[src/include/radio_consts.svh]
`ifndef RADIO_CONSTS_SVH
`define RADIO_CONSTS_SVH

// ---------------------------------------------------------------------------
// receiver count and clock-derived constants, 76.8 MHz only
// ---------------------------------------------------------------------------

// number of receivers fed by the decimators
`define RADIO_NUM_RX       3

// 2^57 / 76.8e6, scales Hz to phase increment
`define RADIO_FREQ_MULT    32'd1876499845
// 2^24, rounding term added before the slice
`define RADIO_FREQ_ROUND   32'd16777216

// decimation values, each rate halves the one before
`define RADIO_RATE48       6'd40
`define RADIO_RATE96       6'd20
`define RADIO_RATE192      6'd10
`define RADIO_RATE384      6'd5

// top of the cw key ramp, 16x the vna carrier
`define RADIO_CW_MAX       19'h4D800
// i level for constant carrier in vna mode
`define RADIO_VNA_LEVEL    16'h4D80

// ---------------------------------------------------------------------------
// command addresses
// ---------------------------------------------------------------------------
`define RADIO_ADDR_CTRL    6'h00
`define RADIO_ADDR_TXFREQ  6'h01
`define RADIO_ADDR_RX0FREQ 6'h02
`define RADIO_ADDR_MAXFREQ 6'h08
`define RADIO_ADDR_VNA     6'h09

`endif

[src/radio_pkg.sv]
`include "radio_consts.svh"

package radio_pkg;

  // control view of a command data word
  // unused fields kept so the view spans all 32 bits
  typedef struct packed {
    logic [5:0]  rsvd_31_26;
    logic [1:0]  rx_rate;
    logic        vna;
    logic [14:0] rsvd_22_8;
    logic [4:0]  last_chan;
    logic        duplex;
    logic [1:0]  rsvd_1_0;
  } ctrl_s;

  // same data word, read as control bits or as a frequency in Hz
  typedef union packed {
    ctrl_s       ctrl;
    logic [31:0] freq;
  } cmd_word_u;

  // registered configuration
  typedef struct packed {
    logic       vna;
    logic [1:0] rx_rate;
    logic [4:0] last_chan;
    logic       duplex;
  } radio_cfg_s;

  // one phase word write, valid for a single cycle
  typedef struct packed {
    logic        valid;
    logic [5:0]  addr;
    logic [31:0] phase;
  } freq_wr_s;

  // one decimated receiver sample
  typedef struct packed {
    logic [23:0] i;
    logic [23:0] q;
  } rx_sample_s;

  // all receivers, entry n is receiver n
  typedef struct packed {
    rx_sample_s [`RADIO_NUM_RX-1:0] ch;
  } rx_bank_s;

  // nco phase increments
  typedef struct packed {
    logic [31:0]                    tx;
    logic [`RADIO_NUM_RX-1:0][31:0] rx;
  } phase_bank_s;

  // baseband i/q to the modulator
  typedef struct packed {
    logic signed [15:0] i;
    logic signed [15:0] q;
  } tx_iq_s;

endpackage

[src/radio_cmd_slave.sv]
`include "radio_consts.svh"

module radio_cmd_slave (
  input  logic                  clk,
  input  logic                  rst_i,
  input  logic                  cmd_rqst_i,
  input  logic [5:0]            cmd_addr_i,
  input  radio_pkg::cmd_word_u  cmd_data_i,
  output logic                  cmd_ack_o,
  output radio_pkg::radio_cfg_s cfg_o,
  output radio_pkg::freq_wr_s   freq_wr_o,
  output logic [5:0]            rate_o
);

  // gray-ish sequence, one bit flips per step
  localparam logic [1:0] ST_IDLE  = 2'b00;
  localparam logic [1:0] ST_FREQ1 = 2'b01;
  localparam logic [1:0] ST_FREQ2 = 2'b11;
  localparam logic [1:0] ST_FREQ3 = 2'b10;

  logic [1:0]            state_q;
  logic [1:0]            state_d;
  logic                  is_freq_addr;
  logic [63:0]           freq_prod;
  logic [31:0]           phase_q;
  logic [5:0]            addr_q;
  radio_pkg::radio_cfg_s cfg_q;

  // ---------------------------------------------------------------------------
  // command fsm
  // ---------------------------------------------------------------------------

  // tx and rx frequency slots
  assign is_freq_addr = (cmd_addr_i >= `RADIO_ADDR_TXFREQ) &&
                        (cmd_addr_i <= `RADIO_ADDR_MAXFREQ);

  always_comb begin
    state_d = state_q;
    case (state_q)
      ST_IDLE: begin
        // control and vna writes finish in idle
        if (cmd_rqst_i && is_freq_addr) begin
          state_d = ST_FREQ1;
        end
      end
      ST_FREQ1: state_d = ST_FREQ2;
      ST_FREQ2: state_d = ST_FREQ3;
      default:  state_d = ST_IDLE;
    endcase
  end

  always_ff @(posedge clk) begin
    if (rst_i) begin
      state_q <= ST_IDLE;
      cfg_q   <= '0;
    end else begin
      state_q <= state_d;
      if (state_q == ST_IDLE && cmd_rqst_i) begin
        if (cmd_addr_i == `RADIO_ADDR_CTRL) begin
          cfg_q.rx_rate   <= cmd_data_i.ctrl.rx_rate;
          cfg_q.last_chan <= cmd_data_i.ctrl.last_chan;
          cfg_q.duplex    <= cmd_data_i.ctrl.duplex;
        end
        // only the constant carrier bit, no scanning
        if (cmd_addr_i == `RADIO_ADDR_VNA) begin
          cfg_q.vna <= cmd_data_i.ctrl.vna;
        end
      end
    end
  end

  // ---------------------------------------------------------------------------
  // frequency to phase increment
  // ---------------------------------------------------------------------------

  // host holds the data, so freq1 and freq2 give the multiplier two cycles
  assign freq_prod = {32'd0, cmd_data_i.freq} * {32'd0, `RADIO_FREQ_MULT} +
                     {32'd0, `RADIO_FREQ_ROUND};

  always_ff @(posedge clk) begin
    if (state_q == ST_FREQ2) begin
      phase_q <= freq_prod[56:25];
      addr_q  <= cmd_addr_i;
    end
  end

  // ack and write strobe share the freq3 cycle
  assign cmd_ack_o = (state_q == ST_FREQ3);
  assign freq_wr_o = '{valid: cmd_ack_o, addr: addr_q, phase: phase_q};
  assign cfg_o     = cfg_q;

  // decimation for the external receivers
  always_comb begin
    case (cfg_q.rx_rate)
      2'd0:    rate_o = `RADIO_RATE48;
      2'd1:    rate_o = `RADIO_RATE96;
      2'd2:    rate_o = `RADIO_RATE192;
      default: rate_o = `RADIO_RATE384;
    endcase
  end

endmodule

[src/radio_cw_shaper.sv]
`include "radio_consts.svh"

module radio_cw_shaper (
  input  logic        clk,
  input  logic        rst_i,
  input  logic        cw_keydown_i,
  output logic        cw_key_o,
  output logic [18:0] cw_level_o
);

  localparam logic [1:0] ST_IDLE = 2'b00;
  localparam logic [1:0] ST_DOWN = 2'b01;
  localparam logic [1:0] ST_UP   = 2'b11;

  logic [1:0] state_q;

  // ---------------------------------------------------------------------------
  // key ramp, linear rise and fall, one step per clock
  // ---------------------------------------------------------------------------

  always_ff @(posedge clk) begin
    if (rst_i) begin
      state_q    <= ST_IDLE;
      cw_level_o <= 19'd0;
    end else begin
      case (state_q)
        ST_IDLE: begin
          cw_level_o <= 19'd0;
          if (cw_keydown_i) begin
            state_q <= ST_DOWN;
          end
        end
        ST_DOWN: begin
          // rise and hold at the top
          if (cw_level_o != `RADIO_CW_MAX) begin
            cw_level_o <= cw_level_o + 19'd1;
          end
          if (!cw_keydown_i) begin
            state_q <= ST_UP;
          end
        end
        default: begin
          // released, fall back to zero then drop the key
          if (cw_level_o == 19'd0) begin
            state_q <= ST_IDLE;
          end else begin
            cw_level_o <= cw_level_o - 19'd1;
          end
        end
      endcase
    end
  end

  assign cw_key_o = (state_q != ST_IDLE);

endmodule

[src/radio_phase_bank.sv]
`include "radio_consts.svh"

module radio_phase_bank (
  input  logic                   clk,
  input  logic                   rst_i,
  input  radio_pkg::radio_cfg_s  cfg_i,
  input  radio_pkg::freq_wr_s    freq_wr_i,
  output radio_pkg::phase_bank_s phase_o
);

  logic simplex_ch0;

  // single receiver on the tx frequency
  assign simplex_ch0 = !cfg_i.duplex && (cfg_i.last_chan == 5'd0);

  // ---------------------------------------------------------------------------
  // phase word registers
  // ---------------------------------------------------------------------------

  always_ff @(posedge clk) begin
    if (rst_i) begin
      phase_o <= '0;
    end else if (freq_wr_i.valid) begin
      // tx slot, rx0 follows in simplex
      if (freq_wr_i.addr == `RADIO_ADDR_TXFREQ) begin
        phase_o.tx <= freq_wr_i.phase;
        if (simplex_ch0) begin
          phase_o.rx[0] <= freq_wr_i.phase;
        end
      end

      // rx0 slot
      // simplex keeps rx0 locked to the current tx word
      if (freq_wr_i.addr == `RADIO_ADDR_RX0FREQ) begin
        if (simplex_ch0) begin
          phase_o.rx[0] <= phase_o.tx;
        end else begin
          phase_o.rx[0] <= freq_wr_i.phase;
        end
      end

      // remaining receivers at consecutive addresses
      for (int n = 1; n < `RADIO_NUM_RX; n++) begin
        if (freq_wr_i.addr == `RADIO_ADDR_RX0FREQ + 6'(n)) begin
          phase_o.rx[n] <= freq_wr_i.phase;
        end
      end
      // slots above the last receiver fall through unused
    end
  end

endmodule

[src/radio_rx_upstream.sv]
`include "radio_consts.svh"

module radio_rx_upstream (
  input  logic                clk,
  input  logic                rst_i,
  input  logic [4:0]          last_chan_i,
  input  logic                rx_strobe_i,
  input  radio_pkg::rx_bank_s rx_bank_i,
  output logic [23:0]         rx_tdata_o,
  output logic                rx_tvalid_o,
  output logic                rx_tlast_o,
  input  logic                rx_tready_i
);

  localparam logic [1:0] ST_WAIT1 = 2'b00;
  localparam logic [1:0] ST_I     = 2'b10;
  localparam logic [1:0] ST_Q     = 2'b11;
  localparam logic [1:0] ST_WAIT0 = 2'b01;

  logic [1:0]            state_q;
  logic [4:0]            chan_q;
  logic                  chan_last;
  radio_pkg::rx_bank_s   bank_q;
  radio_pkg::rx_sample_s sample;

  assign chan_last = (chan_q == last_chan_i);

  // ---------------------------------------------------------------------------
  // packet fsm
  // ---------------------------------------------------------------------------

  always_ff @(posedge clk) begin
    if (rst_i) begin
      state_q <= ST_WAIT1;
      chan_q  <= 5'd0;
    end else begin
      case (state_q)
        ST_WAIT1: begin
          chan_q <= 5'd0;
          if (rx_strobe_i && rx_tready_i) begin
            state_q <= ST_I;
          end
        end
        // each beat advances only on an accepted transfer
        ST_I: begin
          if (rx_tready_i) begin
            state_q <= ST_Q;
          end
        end
        ST_Q: begin
          if (rx_tready_i) begin
            if (chan_last) begin
              state_q <= ST_WAIT0;
            end else begin
              chan_q  <= chan_q + 5'd1;
              state_q <= ST_I;
            end
          end
        end
        default: begin
          // strobe must drop before the next packet
          chan_q <= 5'd0;
          if (!rx_strobe_i) begin
            state_q <= ST_WAIT1;
          end
        end
      endcase
    end
  end

  // snapshot at packet start, beats stay stable under back-pressure
  always_ff @(posedge clk) begin
    if (state_q == ST_WAIT1 && rx_strobe_i && rx_tready_i) begin
      bank_q <= rx_bank_i;
    end
  end

  // channel select, zero past the last receiver
  always_comb begin
    sample = '0;
    for (int n = 0; n < `RADIO_NUM_RX; n++) begin
      if (chan_q == 5'(n)) begin
        sample = bank_q.ch[n];
      end
    end
  end

  assign rx_tvalid_o = (state_q == ST_I) || (state_q == ST_Q);
  assign rx_tlast_o  = (state_q == ST_Q) && chan_last;
  assign rx_tdata_o  = (state_q == ST_Q) ? sample.q : sample.i;

endmodule

[src/radio_top.sv]
module radio_top (
  input  logic                   clk,
  input  logic                   rst_i,

  // command slave
  input  logic                   cmd_rqst_i,
  input  logic [5:0]             cmd_addr_i,
  input  radio_pkg::cmd_word_u   cmd_data_i,
  output logic                   cmd_ack_o,

  // cw key
  input  logic                   cw_keydown_i,
  output logic                   tx_cw_key_o,

  // downstream baseband
  input  radio_pkg::tx_iq_s      tx_tdata_i,
  input  logic                   tx_tvalid_i,
  input  logic                   tx_req_i,
  output logic                   tx_tready_o,
  output logic                   tx_hang_o,
  output radio_pkg::tx_iq_s      tx_iq_o,

  // receiver samples and upstream stream
  input  logic                   rx_strobe_i,
  input  radio_pkg::rx_bank_s    rx_bank_i,
  output logic [23:0]            rx_tdata_o,
  output logic                   rx_tvalid_o,
  output logic                   rx_tlast_o,
  input  logic                   rx_tready_i,

  // nco and decimator setup
  output radio_pkg::phase_bank_s phase_o,
  output logic [5:0]             rate_o
);

  radio_pkg::radio_cfg_s cfg;
  radio_pkg::freq_wr_s   freq_wr;
  logic [18:0]           cw_level;

  radio_cmd_slave i_cmd_slave (
    .clk        (clk),
    .rst_i      (rst_i),
    .cmd_rqst_i (cmd_rqst_i),
    .cmd_addr_i (cmd_addr_i),
    .cmd_data_i (cmd_data_i),
    .cmd_ack_o  (cmd_ack_o),
    .cfg_o      (cfg),
    .freq_wr_o  (freq_wr),
    .rate_o     (rate_o)
  );

  radio_phase_bank i_phase_bank (
    .clk       (clk),
    .rst_i     (rst_i),
    .cfg_i     (cfg),
    .freq_wr_i (freq_wr),
    .phase_o   (phase_o)
  );

  radio_rx_upstream i_rx_upstream (
    .clk         (clk),
    .rst_i       (rst_i),
    .last_chan_i (cfg.last_chan),
    .rx_strobe_i (rx_strobe_i),
    .rx_bank_i   (rx_bank_i),
    .rx_tdata_o  (rx_tdata_o),
    .rx_tvalid_o (rx_tvalid_o),
    .rx_tlast_o  (rx_tlast_o),
    .rx_tready_i (rx_tready_i)
  );

  radio_cw_shaper i_cw_shaper (
    .clk          (clk),
    .rst_i        (rst_i),
    .cw_keydown_i (cw_keydown_i),
    .cw_key_o     (tx_cw_key_o),
    .cw_level_o   (cw_level)
  );

  radio_tx_baseband i_tx_baseband (
    .clk         (clk),
    .rst_i       (rst_i),
    .vna_i       (cfg.vna),
    .cw_key_i    (tx_cw_key_o),
    .cw_level_i  (cw_level),
    .tx_tdata_i  (tx_tdata_i),
    .tx_tvalid_i (tx_tvalid_i),
    .tx_req_i    (tx_req_i),
    .tx_tready_o (tx_tready_o),
    .tx_hang_o   (tx_hang_o),
    .tx_iq_o     (tx_iq_o)
  );

endmodule

[src/radio_tx_baseband.sv]
`include "radio_consts.svh"

module radio_tx_baseband (
  input  logic              clk,
  input  logic              rst_i,
  input  logic              vna_i,
  input  logic              cw_key_i,
  input  logic [18:0]       cw_level_i,
  input  radio_pkg::tx_iq_s tx_tdata_i,
  input  logic              tx_tvalid_i,
  input  logic              tx_req_i,
  output logic              tx_tready_o,
  output logic              tx_hang_o,
  output radio_pkg::tx_iq_s tx_iq_o
);

  radio_pkg::tx_iq_s sample_q;

  // interpolator pulls one sample per request
  assign tx_tready_o = tx_req_i;
  // hold tx on while the host still has samples queued
  assign tx_hang_o   = tx_tvalid_i;

  always_ff @(posedge clk) begin
    if (rst_i) begin
      sample_q <= '0;
    end else if (tx_tvalid_i && tx_tready_o) begin
      sample_q <= tx_tdata_i;
    end
  end

  // ---------------------------------------------------------------------------
  // modulator word select
  // ---------------------------------------------------------------------------

  // vna carrier first, then cw level, then the sample
  // cw level scaled down by 16, sign bit kept clear
  assign tx_iq_o.i = vna_i    ? `RADIO_VNA_LEVEL :
                     cw_key_i ? {1'b0, cw_level_i[18:4]} :
                                sample_q.i;
  assign tx_iq_o.q = (vna_i || cw_key_i) ? 16'sd0 : sample_q.q;

endmodule
[config.mk]
export PLATFORM = sky130hd
export DESIGN_NAME = radio_top
export DESIGN_NICKNAME = d
export VERILOG_FILES = /design/src/radio_pkg.sv /design/src/radio_cmd_slave.sv /design/src/radio_cw_shaper.sv /design/src/radio_phase_bank.sv /design/src/radio_rx_upstream.sv /design/src/radio_top.sv /design/src/radio_tx_baseband.sv
export VERILOG_INCLUDE_DIRS = /design/src /design/src/include
export SDC_FILE = /design/constraint.sdc
export NUM_CORES = 2
export LEC_CHECK = 0
export BUFFER_PORTS_ARGS = -buffer_cell sky130_fd_sc_hd__buf_4
export CELL_PAD_IN_SITES_DETAIL_PLACEMENT = 0
export CELL_PAD_IN_SITES_GLOBAL_PLACEMENT = 1
export CORE_MARGIN = 4
export CORE_UTILIZATION = 42
export DETAILED_ROUTE_END_ITERATION = 12
export PLACE_DENSITY = 0.72
export SYNTH_ARGS = -nofsm -noshare
export SYNTH_HDL_FRONTEND = slang
export SYNTH_SLANG_ARGS = --single-unit
export TNS_END_PERCENT = 10
[constraint.sdc]
create_clock -name clk -period 34.1 [get_ports clk]
set_clock_uncertainty 0.2 [all_clocks]
set_input_delay 1.705 -clock clk [delete_from_list [all_inputs] [get_ports clk]]
set_output_delay 1.705 -clock clk [all_outputs]
set_load 0.02 [all_outputs]
==> results.txt <==
outcome - finished, final reports clean
crit path capture type - flop
Crit path largest cell delay - 540 ps
# port buffers - 417
clk_lat worst skew - 560 ps
CP Launch Type - input port
commonest non-fill, non-tap cell in the layout - inv_1
cell mode on critical path - fa_1
Tot GR Track Use - 0.242
top cell type's share of synthesized area - 0.258
Hold WC Path Type - reg -> reg
Initial Utilization - 0.425
initial DRC count - 1447
critical path type - in -> reg
CTS tree - built
net count reported at finish - 4327
Slowest-stage cell, CP - fa_1
Final Setup Violations - 0
Max clock buf depth - 3
Worst Tran Pin Value - 1190 ps
# clock sinks - 381
RSZ-0062 raised after global routing - false
Core ar. - 71700 µm²
Finished Layout Cells - 4361
FMAX - 115 MHz
drt drc - 0
synth unique cells - 59
fillcell total - 6715
placed insts - 4286
fraction of registers with async set/reset - 0
Multi-input gate area - 18600 µm²
CP required - 34170 ps
routed length per instance - 21.7 µm
synthesis-stage register bit count - 381
IO Pins - 418
Area contributors post-synth - fa_1 26%, edfxtp_1 18%, ha_1 14%, dfxtp_1 13%, inv_1 6.8%
Vias/cell - 5.12
GP Congestion - 0.974
First-pass DRT Iterations - 5
synthesized area - 30500 µm²
Synth Warn # - 0
most frequent cells in the layout - 550 x inv_1, 456 x nand2_1, 428 x buf_4, 393 x fa_1, 335 x ha_1
Synth Area per Inst - 10.1 µm²
FP Rows - 98
Synth Instances - 3004
cell chain of the critical path - buf_4 > fa_1 > fa_1 > inv_1 > fa_1 > fa_1 > inv_1 > fa_1 > inv_1 > fa_1 > inv_1 > fa_1 > fa_1 > ha_1 > a21oi_1 > o21ai_0 > nor4_1 > o21ai_0 > a41oi_2 > o21bai_2 > or3_2 > a211oi_1 > a31oi_1
relative slew slack - 0.206
Die H - 277 µm
Max Cap Viol - 0
Routed Antenna Nets - 0
final hold violations - 0
Hold Buf Count CTS - 0
Die W - 277 µm
TNS Setup - 0 ps
DP Wirelength - 78300 µm
Post-CTS Resized - 0
largest net degree at the start of global routing - 98
CTS Root Cell - clkbuf_16
area leader, netlist - fa_1
EDFF count, synth - 182
post-CTS setup buffer count - 0
final WL - 94500 µm
CTS Buf Count - 39
Final Max Slew Viols - 0
register area share after synthesis - 0.310
share of cells above drive strength 1 - 0.153
Period minus WS final - 8710 ps
die area - 76900 µm²
grt ovf - 0
clock-pin slew on the worst setup and hold paths - 60 ps
via count - 22322
ys flop type - dfxtp_1
initial antenna violation count - 5
CTS H-tree lvls - 2
CP Max Fanout - 8
area occupied by registers - 9450 µm²
Post-Syn Nets - 3954
vias in the first global route - 23560
worst path arrival time - 8790 ps
global-route wire length before repair - 144000 µm
fin crit share - 0.256
Area Overhead vs Synth - 17.7%
cell type report:
cell class	instances	share of cell area
flip-flops and latches	381	0.263
diodes	5	0.000349
repair buffers	429	0.0899
inverters	551	0.0577
clock buffers	48	0.0304
clock inverters	22	0.00600
well taps	950	0.0331
multi-input cells	1975	0.519
logic make-up (layout without fill, tap and decap cells):
| logic type | Yosys count | in the layout | synth area share |
|---|---|---|---|
| simple gates | 729 | 729 | 0.104 |
| fa+ha+maj | 728 | 728 | 0.396 |
| buf+inv | 648 | 1050 | 0.0801 |
| compound gates | 421 | 421 | 0.0811 |
| flops | 381 | 381 | 0.310 |
| xor+xnor | 62 | 62 | 0.0178 |
| mux | 35 | 35 | 0.0115 |
| other cells | 0 | 5 | 0 |
cell usage after synthesis (3+ instances only):
master / instances
inv_1: 550
nand2_1: 457
fa_1: 393
ha_1: 335
a21oi_1: 244
dfxtp_1: 199
edfxtp_1: 182
nor2_1: 96
clkbuf_1: 89
xnor2_1: 43
nor3_1: 41
a31oi_1: 37
a211oi_1: 36
mux2i_1: 35
a21o_1: 31
o21ai_0: 29
and2_1: 23
nand3_1: 20
xor2_1: 19
nor2b_1: 15
nand4_1: 14
nor3b_1: 8
nor4_1: 8
o21a_1: 8
and3_1: 7
nand3b_1: 7
buf_1: 6
o211ai_1: 6
o21bai_1: 6
or2_2: 6
or3_1: 6
nand2b_1: 5
and4_1: 4
o41ai_1: 3
or4b_2: 3
final timing paths:
kind	startpoint	end	slack, ps	cells after the start
max	cmd_data_i[11]	i_cmd_slave.phase_q[24]$_DFFE_PP_	25390	23
min	i_tx_baseband.sample_q[4]$_SDFFE_PP0P_	i_tx_baseband.sample_q[4]$_SDFFE_PP0P_	250	2
max reg2reg	i_cw_shaper.state_q[1]$_SDFFE_PP0P_	i_cw_shaper.cw_level_o[12]$_SDFFE_PP0P_	30420	6
min reg2reg	i_tx_baseband.sample_q[4]$_SDFFE_PP0P_	i_tx_baseband.sample_q[4]$_SDFFE_PP0P_	250	2
worst max-delay path: cells and delay by family:
family | cells | cell delay (ps)
buffers and inverters | 5 | 440
AND/OR/NAND/NOR | 2 | 770
adder cells (fa/ha/maj) | 9 | 4250
AO/OA/AOI/OAI | 7 | 1590
sequential cells by signal, summed over array words and instances (netlist names), 5 cells and up:
register and flops:
i_cmd_slave.addr_q 6, i_cmd_slave.cfg_o 9, i_cmd_slave.phase_q 32, i_cw_shaper.cw_level_o 19, i_phase_bank.phase_o 128, i_rx_upstream.bank_q 144
i_rx_upstream.chan_q 5, i_tx_baseband.sample_q 32
per-stage QoR:
step	setup WS [ps]	hold WS, ps	utilization	area, µm²
finish	25390	249	0.500	35900
global route	25160	265	0.500	35900
CTS	25400	253	0.500	35900
detailed placement	24820	245	0.482	34600
global placement	25000	237	0.482	34600
floorplan	21630	226	-	30500
layer usage:
layer,wire [µm],up-vias,track usage
met5,13,-,0
met3,4680,113,0.0292
met4,2210,2,0.0571
li1,-,10432,-
met1,40300,11158,0.323
met2,47400,617,0.424
Power is left out: the tool's default activity adds up to more than one toggle a clock period on the data nets, which glitch-free logic cannot reach.
